$ cat config.mk
export PLATFORM = sky130hd
export DESIGN_NAME = bpu_top
export DESIGN_NICKNAME = d
export VERILOG_FILES = /design/src/verilog/bpu_pkg.sv /design/src/verilog/fq_if.sv /design/src/verilog/pc_gen.sv /design/src/verilog/ubtb.sv /design/src/verilog/fetch_queue.sv /design/src/verilog/apb_bpu_port.sv /design/src/verilog/bpu_top.sv
export SDC_FILE = /design/constraint.sdc
export NUM_CORES = 1
export LEC_CHECK = 0
export ABC_CLOCK_PERIOD_IN_PS = 8400
export BUFFER_PORTS_ARGS = -buffer_cell sky130_fd_sc_hd__buf_2
export CAP_MARGIN = 20
export CORE_MARGIN = 10
export CORE_UTILIZATION = 45
export CTS_BUF_LIST = sky130_fd_sc_hd__clkbuf_2 sky130_fd_sc_hd__clkbuf_4 sky130_fd_sc_hd__clkbuf_8
export CTS_CLUSTER_SIZE = 28
export DETAILED_ROUTE_END_ITERATION = 12
export GPL_TIMING_DRIVEN = 0
export SLEW_MARGIN = 20
export SYNTH_ARGS = -nofsm -noshare
export SYNTH_HDL_FRONTEND = slang
export SYNTH_HIERARCHICAL = 1
export SYNTH_SLANG_ARGS = --single-unit
$ cat constraint.sdc
create_clock -name clk -period 8.4 [get_ports clk]
set_input_delay 1.68 -clock clk [delete_from_list [all_inputs] [get_ports clk]]
set_output_delay 1.68 -clock clk [all_outputs]
set_load 0.005 [all_outputs]
$ cat src/verilog/bpu_pkg.sv
`default_nettype none

package bpu_pkg;

    // ------------------------------
    // Sizes
    // ------------------------------
    localparam int VADDR_SIZE    = 32;
    localparam int UBTB_SIZE     = 8;
    localparam int UBTB_IDX_SIZE = $clog2(UBTB_SIZE);
    localparam int UBTB_TAG_SIZE = 12;            // Fetch address bits 13:2
    localparam int BLOCK_INSTRS  = 8;
    localparam int BLOCK_BYTES   = 32;
    localparam int FQ_DEPTH      = 4;
    localparam int FQ_PTR_SIZE   = $clog2(FQ_DEPTH);
    localparam int FQ_CNT_SIZE   = $clog2(FQ_DEPTH + 1);
    localparam int LFSR_SIZE     = 8;
    localparam logic [LFSR_SIZE-1:0] LFSR_SEED = 8'h01;
    localparam int APB_ADDR_SIZE = 8;

    // ------------------------------
    // Types
    // ------------------------------
    typedef enum logic {
        BR_COND = 1'b0,
        BR_JUMP = 1'b1
    } br_type_e;

    typedef enum logic [2:0] {
        REG_STATUS      = 3'd0,
        REG_HEAD_START  = 3'd1,
        REG_HEAD_TARGET = 3'd2,
        REG_HEAD_INFO   = 3'd3,
        REG_UPD_ADDR    = 3'd4,
        REG_UPD_TARGET  = 3'd5,
        REG_UPD_CTRL    = 3'd6,
        REG_REDIRECT    = 3'd7
    } apb_reg_e;                                  // Word offsets

    typedef struct packed {
        logic                     en;
        logic [UBTB_TAG_SIZE-1:0] tag;
        br_type_e                 br_type;
        logic [2:0]               offset;         // Instruction slot in block
        logic [VADDR_SIZE-1:0]    target;
    } btb_entry_t;

    typedef struct packed {
        logic [VADDR_SIZE-1:0] start_addr;
        logic [VADDR_SIZE-1:0] target;
        logic [3:0]            size;              // 1 to 8 instructions
        logic                  taken;
        logic                  hit;
    } pred_stream_t;

    typedef struct packed {
        logic [VADDR_SIZE-1:0] start_addr;
        logic [VADDR_SIZE-1:0] target;
        logic [2:0]            offset;
        br_type_e              br_type;
        logic                  real_taken;
    } btb_update_t;

endpackage

`default_nettype wire

$ cat src/verilog/fq_if.sv
`timescale 1ns/100ps
`default_nettype none

interface fq_if import bpu_pkg::*; ();

    logic                   push;
    logic                   push_ready;       // Queue not full
    pred_stream_t           push_data;
    logic                   pop;
    pred_stream_t           head;
    logic [FQ_CNT_SIZE-1:0] count;
    logic                   flush;            // Beats a push in the same cycle

    modport producer (
        output push, push_data,
        input  push_ready
    );

    modport queue (
        input  push, push_data, pop, flush,
        output push_ready, head, count
    );

    modport reader (
        output pop, flush,
        input  head, count
    );

endinterface

`default_nettype wire

$ cat src/verilog/pc_gen.sv
`timescale 1ns/100ps
`default_nettype none

module pc_gen import bpu_pkg::*; (
    input  logic                  clk,
    input  logic                  arst_n,
    input  logic                  redirect_valid,
    input  logic [VADDR_SIZE-1:0] redirect_pc,
    output logic [VADDR_SIZE-1:0] pc,
    input  pred_stream_t          pred,
    fq_if.producer                fq
);

    logic                  running_q;
    logic [VADDR_SIZE-1:0] addr_q;
    logic                  accepted;

    assign accepted = fq.push && fq.push_ready;

    // ------------------------------
    // Fetch address
    // ------------------------------
    always_ff @(posedge clk or negedge arst_n) begin
        if (!arst_n) begin
            running_q <= 1'b0;                    // Idle until first redirect
            addr_q    <= '0;
        end else if (redirect_valid) begin
            running_q <= 1'b1;
            addr_q    <= redirect_pc;
        end else if (accepted) begin
            addr_q    <= pred.target;             // Follow predicted stream
        end
    end

    assign pc = addr_q;

    // Push held steady while the queue is full
    assign fq.push      = running_q;
    assign fq.push_data = pred;

endmodule

`default_nettype wire

$ cat src/verilog/ubtb.sv
`timescale 1ns/100ps
`default_nettype none

module ubtb import bpu_pkg::*; (
    input  logic                  clk,
    input  logic                  arst_n,
    input  logic [VADDR_SIZE-1:0] pc,
    output pred_stream_t          pred,
    input  logic                  upd_valid,
    input  btb_update_t           upd
);

    btb_entry_t               entries [UBTB_SIZE];
    logic [1:0]               ctrs [UBTB_SIZE];
    logic [UBTB_SIZE-1:0]     lookup_hits;
    logic [UBTB_SIZE-1:0]     upd_hits;
    logic [UBTB_SIZE-1:0]     way_free;
    logic [UBTB_IDX_SIZE-1:0] lookup_idx;
    logic [UBTB_IDX_SIZE-1:0] upd_idx;
    logic [UBTB_IDX_SIZE-1:0] free_idx;
    logic [UBTB_IDX_SIZE-1:0] sel_idx;
    logic [UBTB_TAG_SIZE-1:0] lookup_tag;
    logic [UBTB_TAG_SIZE-1:0] upd_tag;
    logic [LFSR_SIZE-1:0]     lfsr_q;
    btb_entry_t               hit_entry;
    logic [1:0]               hit_ctr;
    logic [1:0]               new_ctr;
    logic                     lookup_hit;
    logic                     upd_hit;
    logic                     pred_taken;

    // Lowest set bit, also the encoder for a one-hot vector
    function automatic logic [UBTB_IDX_SIZE-1:0] first_set(input logic [UBTB_SIZE-1:0] v);
        logic [UBTB_IDX_SIZE-1:0] idx;
        idx = '0;
        for (int i = UBTB_SIZE - 1; i >= 0; i--) begin
            if (v[i]) begin
                idx = UBTB_IDX_SIZE'(i);
            end
        end
        return idx;
    endfunction

    assign lookup_tag = pc[UBTB_TAG_SIZE+1:2];
    assign upd_tag    = upd.start_addr[UBTB_TAG_SIZE+1:2];

    always_comb begin
        for (int i = 0; i < UBTB_SIZE; i++) begin
            lookup_hits[i] = entries[i].en && (entries[i].tag == lookup_tag);
            upd_hits[i]    = entries[i].en && (entries[i].tag == upd_tag);
            way_free[i]    = !entries[i].en;
        end
    end

    // ------------------------------
    // Lookup
    // ------------------------------
    assign lookup_hit = |lookup_hits;
    assign lookup_idx = first_set(lookup_hits);
    assign hit_entry  = entries[lookup_idx];
    assign hit_ctr    = ctrs[lookup_idx];
    assign pred_taken = lookup_hit && ((hit_entry.br_type == BR_JUMP) ||
                        (hit_entry.br_type == BR_COND && hit_ctr[1]));

    always_comb begin
        pred.start_addr = pc;
        pred.hit        = lookup_hit;
        pred.taken      = pred_taken;
        if (pred_taken) begin
            pred.target = hit_entry.target;
            pred.size   = {1'b0, hit_entry.offset} + 4'd1;
        end else begin
            pred.target = pc + VADDR_SIZE'(BLOCK_BYTES);    // Fall through
            pred.size   = 4'(BLOCK_INSTRS);
        end
    end

    // ------------------------------
    // Update and replacement
    // ------------------------------
    assign upd_hit  = |upd_hits;
    assign upd_idx  = first_set(upd_hits);
    assign free_idx = first_set(way_free);
    assign sel_idx  = upd_hit     ? upd_idx  :
                      (|way_free) ? free_idx : lfsr_q[UBTB_IDX_SIZE-1:0];

    always_comb begin
        if (!upd_hit) begin
            new_ctr = upd.real_taken ? 2'd2 : 2'd1;                     // Weak start
        end else if (upd.real_taken) begin
            new_ctr = (ctrs[upd_idx] == 2'd3) ? 2'd3 : ctrs[upd_idx] + 2'd1;
        end else begin
            new_ctr = (ctrs[upd_idx] == 2'd0) ? 2'd0 : ctrs[upd_idx] - 2'd1;
        end
    end

    always_ff @(posedge clk or negedge arst_n) begin
        if (!arst_n) begin
            lfsr_q <= LFSR_SEED;
        end else if (upd_valid && !upd_hit && !(|way_free)) begin
            lfsr_q <= {lfsr_q[6:0], lfsr_q[7] ^ lfsr_q[5] ^ lfsr_q[4] ^ lfsr_q[3]};
        end
    end

    always_ff @(posedge clk or negedge arst_n) begin
        if (!arst_n) begin
            for (int i = 0; i < UBTB_SIZE; i++) begin
                entries[i] <= '0;
                ctrs[i]    <= 2'd0;
            end
        end else if (upd_valid) begin
            entries[sel_idx] <= '{en: 1'b1, tag: upd_tag, br_type: upd.br_type,
                                  offset: upd.offset, target: upd.target};
            ctrs[sel_idx]    <= new_ctr;
        end
    end

    // A tag is only ever allocated once, so at most one way can match
    upd_hit_onehot_a: assert property (@(posedge clk) disable iff (!arst_n)
        upd_valid |-> $onehot0(upd_hits));
    lookup_hit_onehot_a: assert property (@(posedge clk) disable iff (!arst_n)
        $onehot0(lookup_hits));

endmodule

`default_nettype wire

$ cat src/verilog/fetch_queue.sv
`timescale 1ns/100ps
`default_nettype none

module fetch_queue import bpu_pkg::*; (
    input  logic clk,
    input  logic arst_n,
    fq_if.queue  fq
);

    pred_stream_t           mem [FQ_DEPTH];
    logic [FQ_PTR_SIZE-1:0] wr_ptr_q;
    logic [FQ_PTR_SIZE-1:0] rd_ptr_q;
    logic [FQ_CNT_SIZE-1:0] count_q;
    logic                   do_push;
    logic                   do_pop;

    assign fq.push_ready = (count_q != FQ_CNT_SIZE'(FQ_DEPTH));
    assign do_push       = fq.push && fq.push_ready && !fq.flush;
    assign do_pop        = fq.pop && (count_q != '0) && !fq.flush;

    assign fq.head  = mem[rd_ptr_q];
    assign fq.count = count_q;

    always_ff @(posedge clk) begin
        if (do_push) begin
            mem[wr_ptr_q] <= fq.push_data;
        end
    end

    always_ff @(posedge clk or negedge arst_n) begin
        if (!arst_n) begin
            wr_ptr_q <= '0;
            rd_ptr_q <= '0;
            count_q  <= '0;
        end else if (fq.flush) begin
            wr_ptr_q <= '0;                       // Drop everything in flight
            rd_ptr_q <= '0;
            count_q  <= '0;
        end else begin
            if (do_push) begin
                wr_ptr_q <= wr_ptr_q + 1'b1;
            end
            if (do_pop) begin
                rd_ptr_q <= rd_ptr_q + 1'b1;
            end
            case ({do_push, do_pop})
                2'b10:   count_q <= count_q + 1'b1;
                2'b01:   count_q <= count_q - 1'b1;
                default: count_q <= count_q;      // Idle or push with pop
            endcase
        end
    end

    // Count past depth means a push got in while full
    no_overfill_a: assert property (@(posedge clk) disable iff (!arst_n)
        count_q <= FQ_CNT_SIZE'(FQ_DEPTH));
    // Reader must check count before popping
    no_empty_pop_a: assert property (@(posedge clk) disable iff (!arst_n)
        fq.pop |-> count_q != '0);

endmodule

`default_nettype wire

$ cat src/verilog/apb_bpu_port.sv
`timescale 1ns/100ps
`default_nettype none

module apb_bpu_port import bpu_pkg::*; (
    input  logic                     clk,
    input  logic                     arst_n,
    input  logic                     psel,
    input  logic                     penable,
    input  logic                     pwrite,
    input  logic [APB_ADDR_SIZE-1:0] paddr,
    input  logic [VADDR_SIZE-1:0]    pwdata,
    output logic [VADDR_SIZE-1:0]    prdata,
    output logic                     pready,
    fq_if.reader                     fq,
    output logic                     upd_valid,
    output btb_update_t              upd,
    output logic                     redirect_valid,
    output logic [VADDR_SIZE-1:0]    redirect_pc
);

    logic                  access;
    logic                  mapped;
    logic                  wr_en;
    logic                  rd_en;
    apb_reg_e              reg_sel;
    logic [VADDR_SIZE-1:0] upd_addr_q;
    logic [VADDR_SIZE-1:0] upd_target_q;
    logic                  redirect_q;

    assign access  = psel && penable;
    assign mapped  = (paddr[APB_ADDR_SIZE-1:5] == '0);
    assign reg_sel = apb_reg_e'(paddr[4:2]);
    assign wr_en   = access && pwrite && mapped;
    assign rd_en   = access && !pwrite && mapped;
    assign pready  = 1'b1;                        // No wait states

    // ------------------------------
    // Read side
    // ------------------------------
    always_comb begin
        prdata = '0;
        if (mapped && !pwrite) begin
            case (reg_sel)
                REG_STATUS:      prdata = VADDR_SIZE'(fq.count);
                REG_HEAD_START:  prdata = fq.head.start_addr;
                REG_HEAD_TARGET: prdata = fq.head.target;
                REG_HEAD_INFO:   prdata = VADDR_SIZE'({fq.head.hit, fq.head.taken, fq.head.size});
                default:         prdata = '0;               // Write-only words
            endcase
        end
    end

    assign fq.pop = rd_en && (reg_sel == REG_HEAD_INFO) && (fq.count != '0);

    // ------------------------------
    // Write side
    // ------------------------------
    always_ff @(posedge clk) begin
        if (wr_en && reg_sel == REG_UPD_ADDR) begin
            upd_addr_q <= pwdata;
        end
        if (wr_en && reg_sel == REG_UPD_TARGET) begin
            upd_target_q <= pwdata;
        end
        if (wr_en && reg_sel == REG_UPD_CTRL) begin
            upd <= '{start_addr: upd_addr_q, target: upd_target_q, offset: pwdata[2:0],
                     br_type: br_type_e'(pwdata[3]), real_taken: pwdata[4]};
        end
        if (wr_en && reg_sel == REG_REDIRECT) begin
            redirect_pc <= pwdata;
        end
    end

    always_ff @(posedge clk or negedge arst_n) begin
        if (!arst_n) begin
            upd_valid  <= 1'b0;
            redirect_q <= 1'b0;
        end else begin
            upd_valid  <= wr_en && (reg_sel == REG_UPD_CTRL);   // One-cycle strobes
            redirect_q <= wr_en && (reg_sel == REG_REDIRECT);
        end
    end

    assign redirect_valid = redirect_q;
    assign fq.flush       = redirect_q;

    penable_needs_psel_a: assert property (@(posedge clk) disable iff (!arst_n)
        penable |-> psel);

endmodule

`default_nettype wire

$ cat src/verilog/bpu_top.sv
`timescale 1ns/100ps
`default_nettype none

module bpu_top import bpu_pkg::*; (
    input  logic                     clk,
    input  logic                     arst_n,
    input  logic                     psel,
    input  logic                     penable,
    input  logic                     pwrite,
    input  logic [APB_ADDR_SIZE-1:0] paddr,
    input  logic [VADDR_SIZE-1:0]    pwdata,
    output logic [VADDR_SIZE-1:0]    prdata,
    output logic                     pready
);

    logic [VADDR_SIZE-1:0] pc;
    pred_stream_t          pred;
    logic                  upd_valid;
    btb_update_t           upd;
    logic                  redirect_valid;
    logic [VADDR_SIZE-1:0] redirect_pc;

    fq_if fq_i ();

    pc_gen pc_gen_i (
        .clk            (clk),
        .arst_n         (arst_n),
        .redirect_valid (redirect_valid),
        .redirect_pc    (redirect_pc),
        .pc             (pc),
        .pred           (pred),
        .fq             (fq_i.producer)
    );

    ubtb ubtb_i (
        .clk       (clk),
        .arst_n    (arst_n),
        .pc        (pc),
        .pred      (pred),
        .upd_valid (upd_valid),
        .upd       (upd)
    );

    fetch_queue fetch_queue_i (
        .clk    (clk),
        .arst_n (arst_n),
        .fq     (fq_i.queue)
    );

    apb_bpu_port apb_bpu_port_i (
        .clk            (clk),
        .arst_n         (arst_n),
        .psel           (psel),
        .penable        (penable),
        .pwrite         (pwrite),
        .paddr          (paddr),
        .pwdata         (pwdata),
        .prdata         (prdata),
        .pready         (pready),
        .fq             (fq_i.reader),
        .upd_valid      (upd_valid),
        .upd            (upd),
        .redirect_valid (redirect_valid),
        .redirect_pc    (redirect_pc)
    );

endmodule

`default_nettype wire

==> flow_summary_export.csv <==
group,metric,value,unit
cts,numCtsBuffers,149,
cts,h-tree-depth,4,
global_routing,grt_pass1_vias,25300,
routing,detail-route-antenna-nets,0,
routing,wirelength,110000,µm
worst_setup_path,path_common_cell,"clkbuf_1",
cts,clkTransAtPathRegs,0.06,ns
routing,vias,24000,
global_routing,grt_max_degree,90,
yosys,avgSynthCellArea,14.7,µm²
cts,clockBufferDepth,3,
cts,post_cts_resize_count,0,
yosys,syn-instance-count,2726,
routing,vias_per_cell,5.64,
pwr,p_leak,18.9,nW
pwr,power_frac_seq,49.4,%
worst_setup_path,slowest_stage,"clkbuf_1",
worst_setup_path,crit_family,"buffers and inverters",
routing,wl_per_cell,25.9,µm
finish,nets,3026,
pwr,max-vdd-ir-drop,162,µV
floorplan,initial_core_util,45.3,%
cts,postCtsHoldBufs,0,
placed_design,hpwlAfterDp,77200,µm
cts,clk_latency,0.84,ns
routing,drtIter0Drc,1899,
sta,rsz0062_at_grt,"no",
pwr,p_switching,2.31,mW
global_routing,grt_pass1_wl,164000,µm
floorplan,die_y,318,µm
yosys,syn_nets,2778,
finish,fillers,7437,
yosys,synth_area,0.0400,mm²
sta,fin_worst_skew,0.0530,ns
pwr,p_comb_share,9.3,%
min_path,hold_path_class,"flop to flop",
worst_setup_path,path_buf_inv,5,
sta,period_minus_slack,5.49,ns
global_routing,gr-usage-all-layers,21.4,%
worst_setup_path,critPathArrivalTime,6.05,ns
pwr,switching_share,24.4,%
finish,seqCellArea,0.0236,mm²
worst_setup_path,crit_fanout,10,
sta,fmax,0.182,GHz
cts,cts_tree,"yes",
pwr,intPower,7.17,mW
cts,root_buffer,"clkbuf_8",
sta,fin_ws,2.91,ns
sta,tns,0,ns
floorplan,die_w,318,µm
yosys,yosys_warnings,6,
worst_setup_path,crit_type,"flop to flop",
floorplan,placeableCoreArea,0.0884,mm²
sta,relSlewSlack,35.0,%
worst_setup_path,cpPeakStageDelay,0.70,ns
floorplan,row_count,109,
sta,setup_viol_count_final,0,
worst_setup_path,worst_setup_path_end_kind,"flop",
pwr,power.density,209,mW/mm²
finish,area.growth.synth_to_final,13.4,%
global_routing,antenna_found_initial,4,
sta,maxSlewViolCount,0,
global_routing,grt-ovfl-total,0,
finish,layout-drive-gt1-share,38.0,%
sta,worst_pin_slew,0.966,ns
flow_run,cap_violations,0,
routing,dr.pass1.iters,5,
placed_design,gp_congestion,0.896,
worst_setup_path,worstPathRequired,8.96,ns
cts,cts_setup_buffers,0,
placed_design,place_ws,2.87,ns
finish,multi_input_area,0.0143,mm²
placed_design,port_buffers,74,
worst_setup_path,start_kind,"flop",
cts,cts.sinks,863,
sta,finalHoldViolations,0,
outcome,outcome,"complete, no violations",
routing,drc,0,
worst_setup_path,cp_cell_sequence,"buf_2 -> xnor2_1 -> nand4_1 -> or4_1 -> nand2_1 -> o31a_1 -> clkbuf_1 -> clkbuf_1 -> clkbuf_1 -> a21oi_1 -> a21oi_1 -> mux2i_1 -> buf_4",
pwr,clockPowerShare,41.3,%
sta,period_share,65.4,%
floorplan,ios,78,
floorplan,dieArea,0.101,mm²
## layout make-up
class | instances | share of cell area [%]
Inverter | 51 | 0.422
Antenna cell | 3 | 0.0165
Tap cell | 1165 | 3.21
Clock inverter | 49 | 0.780
Multi-Input combinational cell | 1530 | 31.6
Timing Repair Buffer | 97 | 1.73
Clock buffer | 221 | 5.98
Buffer | 282 | 4.21
Sequential cell | 863 | 52.0
## registers in the layout, summed over array words and instances, names as in the netlist
register and flops:
apb_bpu_port_i/upd_addr_q 12, fetch_queue_i/rd_ptr_q 2, fetch_queue_i/wr_ptr_q 2, apb_bpu_port_i/upd_valid 1
fetch_queue_i/mem 280, fetch_queue_i/fq.count 3, ubtb_i/ctrs 16, apb_bpu_port_i/upd 49
ubtb_i/lfsr_q 8, apb_bpu_port_i/upd_target_q 32, apb_bpu_port_i/redirect_pc 32, pc_gen_i/fq.push 1
apb_bpu_port_i/fq.flush 1, ubtb_i/entries 392, pc_gen_i/pc 32
## placed cells by master, fill, tap and decap left out, types with 11 or more instances in the layout
master      n
a211oi_1   60
a21oi_1    70
a22oi_1    20
buf_2     153
buf_4     142
buf_6      35
clkbuf_1   27
clkbuf_4   52
clkbuf_8  169
clkinv_1   22
clkinv_2   16
dfrtp_1   457
edfxtp_1  405
inv_1      50
mux2_1     47
mux2_2    411
mux2i_1   111
mux4_2     72
nand2_1    77
nand3_1    30
nand4_1    41
nand4b_1   34
nor2_1     95
nor2_2     11
nor2b_1    28
nor3_1     12
o21ai_0    13
o311ai_2   30
or2_2      11
xnor2_1   207
xor2_1     15
## power groups by stage
stage / clock network, mW / registers (mW) / logic, mW
after global placement: 0 / 4.77 / 0.838
after floorplan: 0 / 4.74 / 0.571
after detailed placement: 0 / 4.76 / 0.883
after CTS: 4.01 / 4.68 / 0.887
after global routing: 4.20 / 4.69 / 0.940
final: 3.92 / 4.68 / 0.879
## final timing paths
kind	from	end	slack, ns	depth (start not counted)
min in group asynchronous	arst_n	ubtb_i/ctrs[14]	0.77	1
max in group asynchronous	arst_n	ubtb_i/entries[311]	5.52	5
worst min-delay path	apb_bpu_port_i/upd_addr_q[13]	apb_bpu_port_i/upd[50]	0.39	0
worst min register to register	apb_bpu_port_i/upd_addr_q[13]	apb_bpu_port_i/upd[50]	0.39	0
worst max-delay path	pc_gen_i/pc[12]	fetch_queue_i/mem[1][10]	2.91	13
worst max register to register	pc_gen_i/pc[12]	fetch_queue_i/mem[1][10]	2.91	13
## stage by stage
stage | hold slack [ns] | util [%] | std cells | power, mW | area, µm²
4_1_cts | 0.394 | 51.4 | 4258 | 9.58 | 45400
5_1_grt | 0.397 | 51.4 | 4260 | 9.83 | 45400
2_1_floorplan | 0.400 | - | 2726 | 5.31 | 40000
3_5_place_dp | 0.405 | 47.9 | 3988 | 5.65 | 42300
3_3_place_gp | 0.402 | 47.4 | 3965 | 5.61 | 41900
6_report | 0.391 | 51.4 | 4261 | 9.48 | 45400
## layer usage
| metal | routed length [µm] | global-route usage, % | part of all wire (%) | vias up |
|---|---|---|---|---|
| met5 | 0 | 0 | 0 | - |
| li1 | - | - | - | 10500 |
| met1 | 46600 | 27.4 | 42 | 12600 |
| met2 | 54700 | 35.8 | 50 | 687 |
| met3 | 5300 | 3.74 | 4.8 | 209 |
| met4 | 3790 | 8.56 | 3.4 | 0 |
No activity file was read; power rests on OpenSTA's default activity.
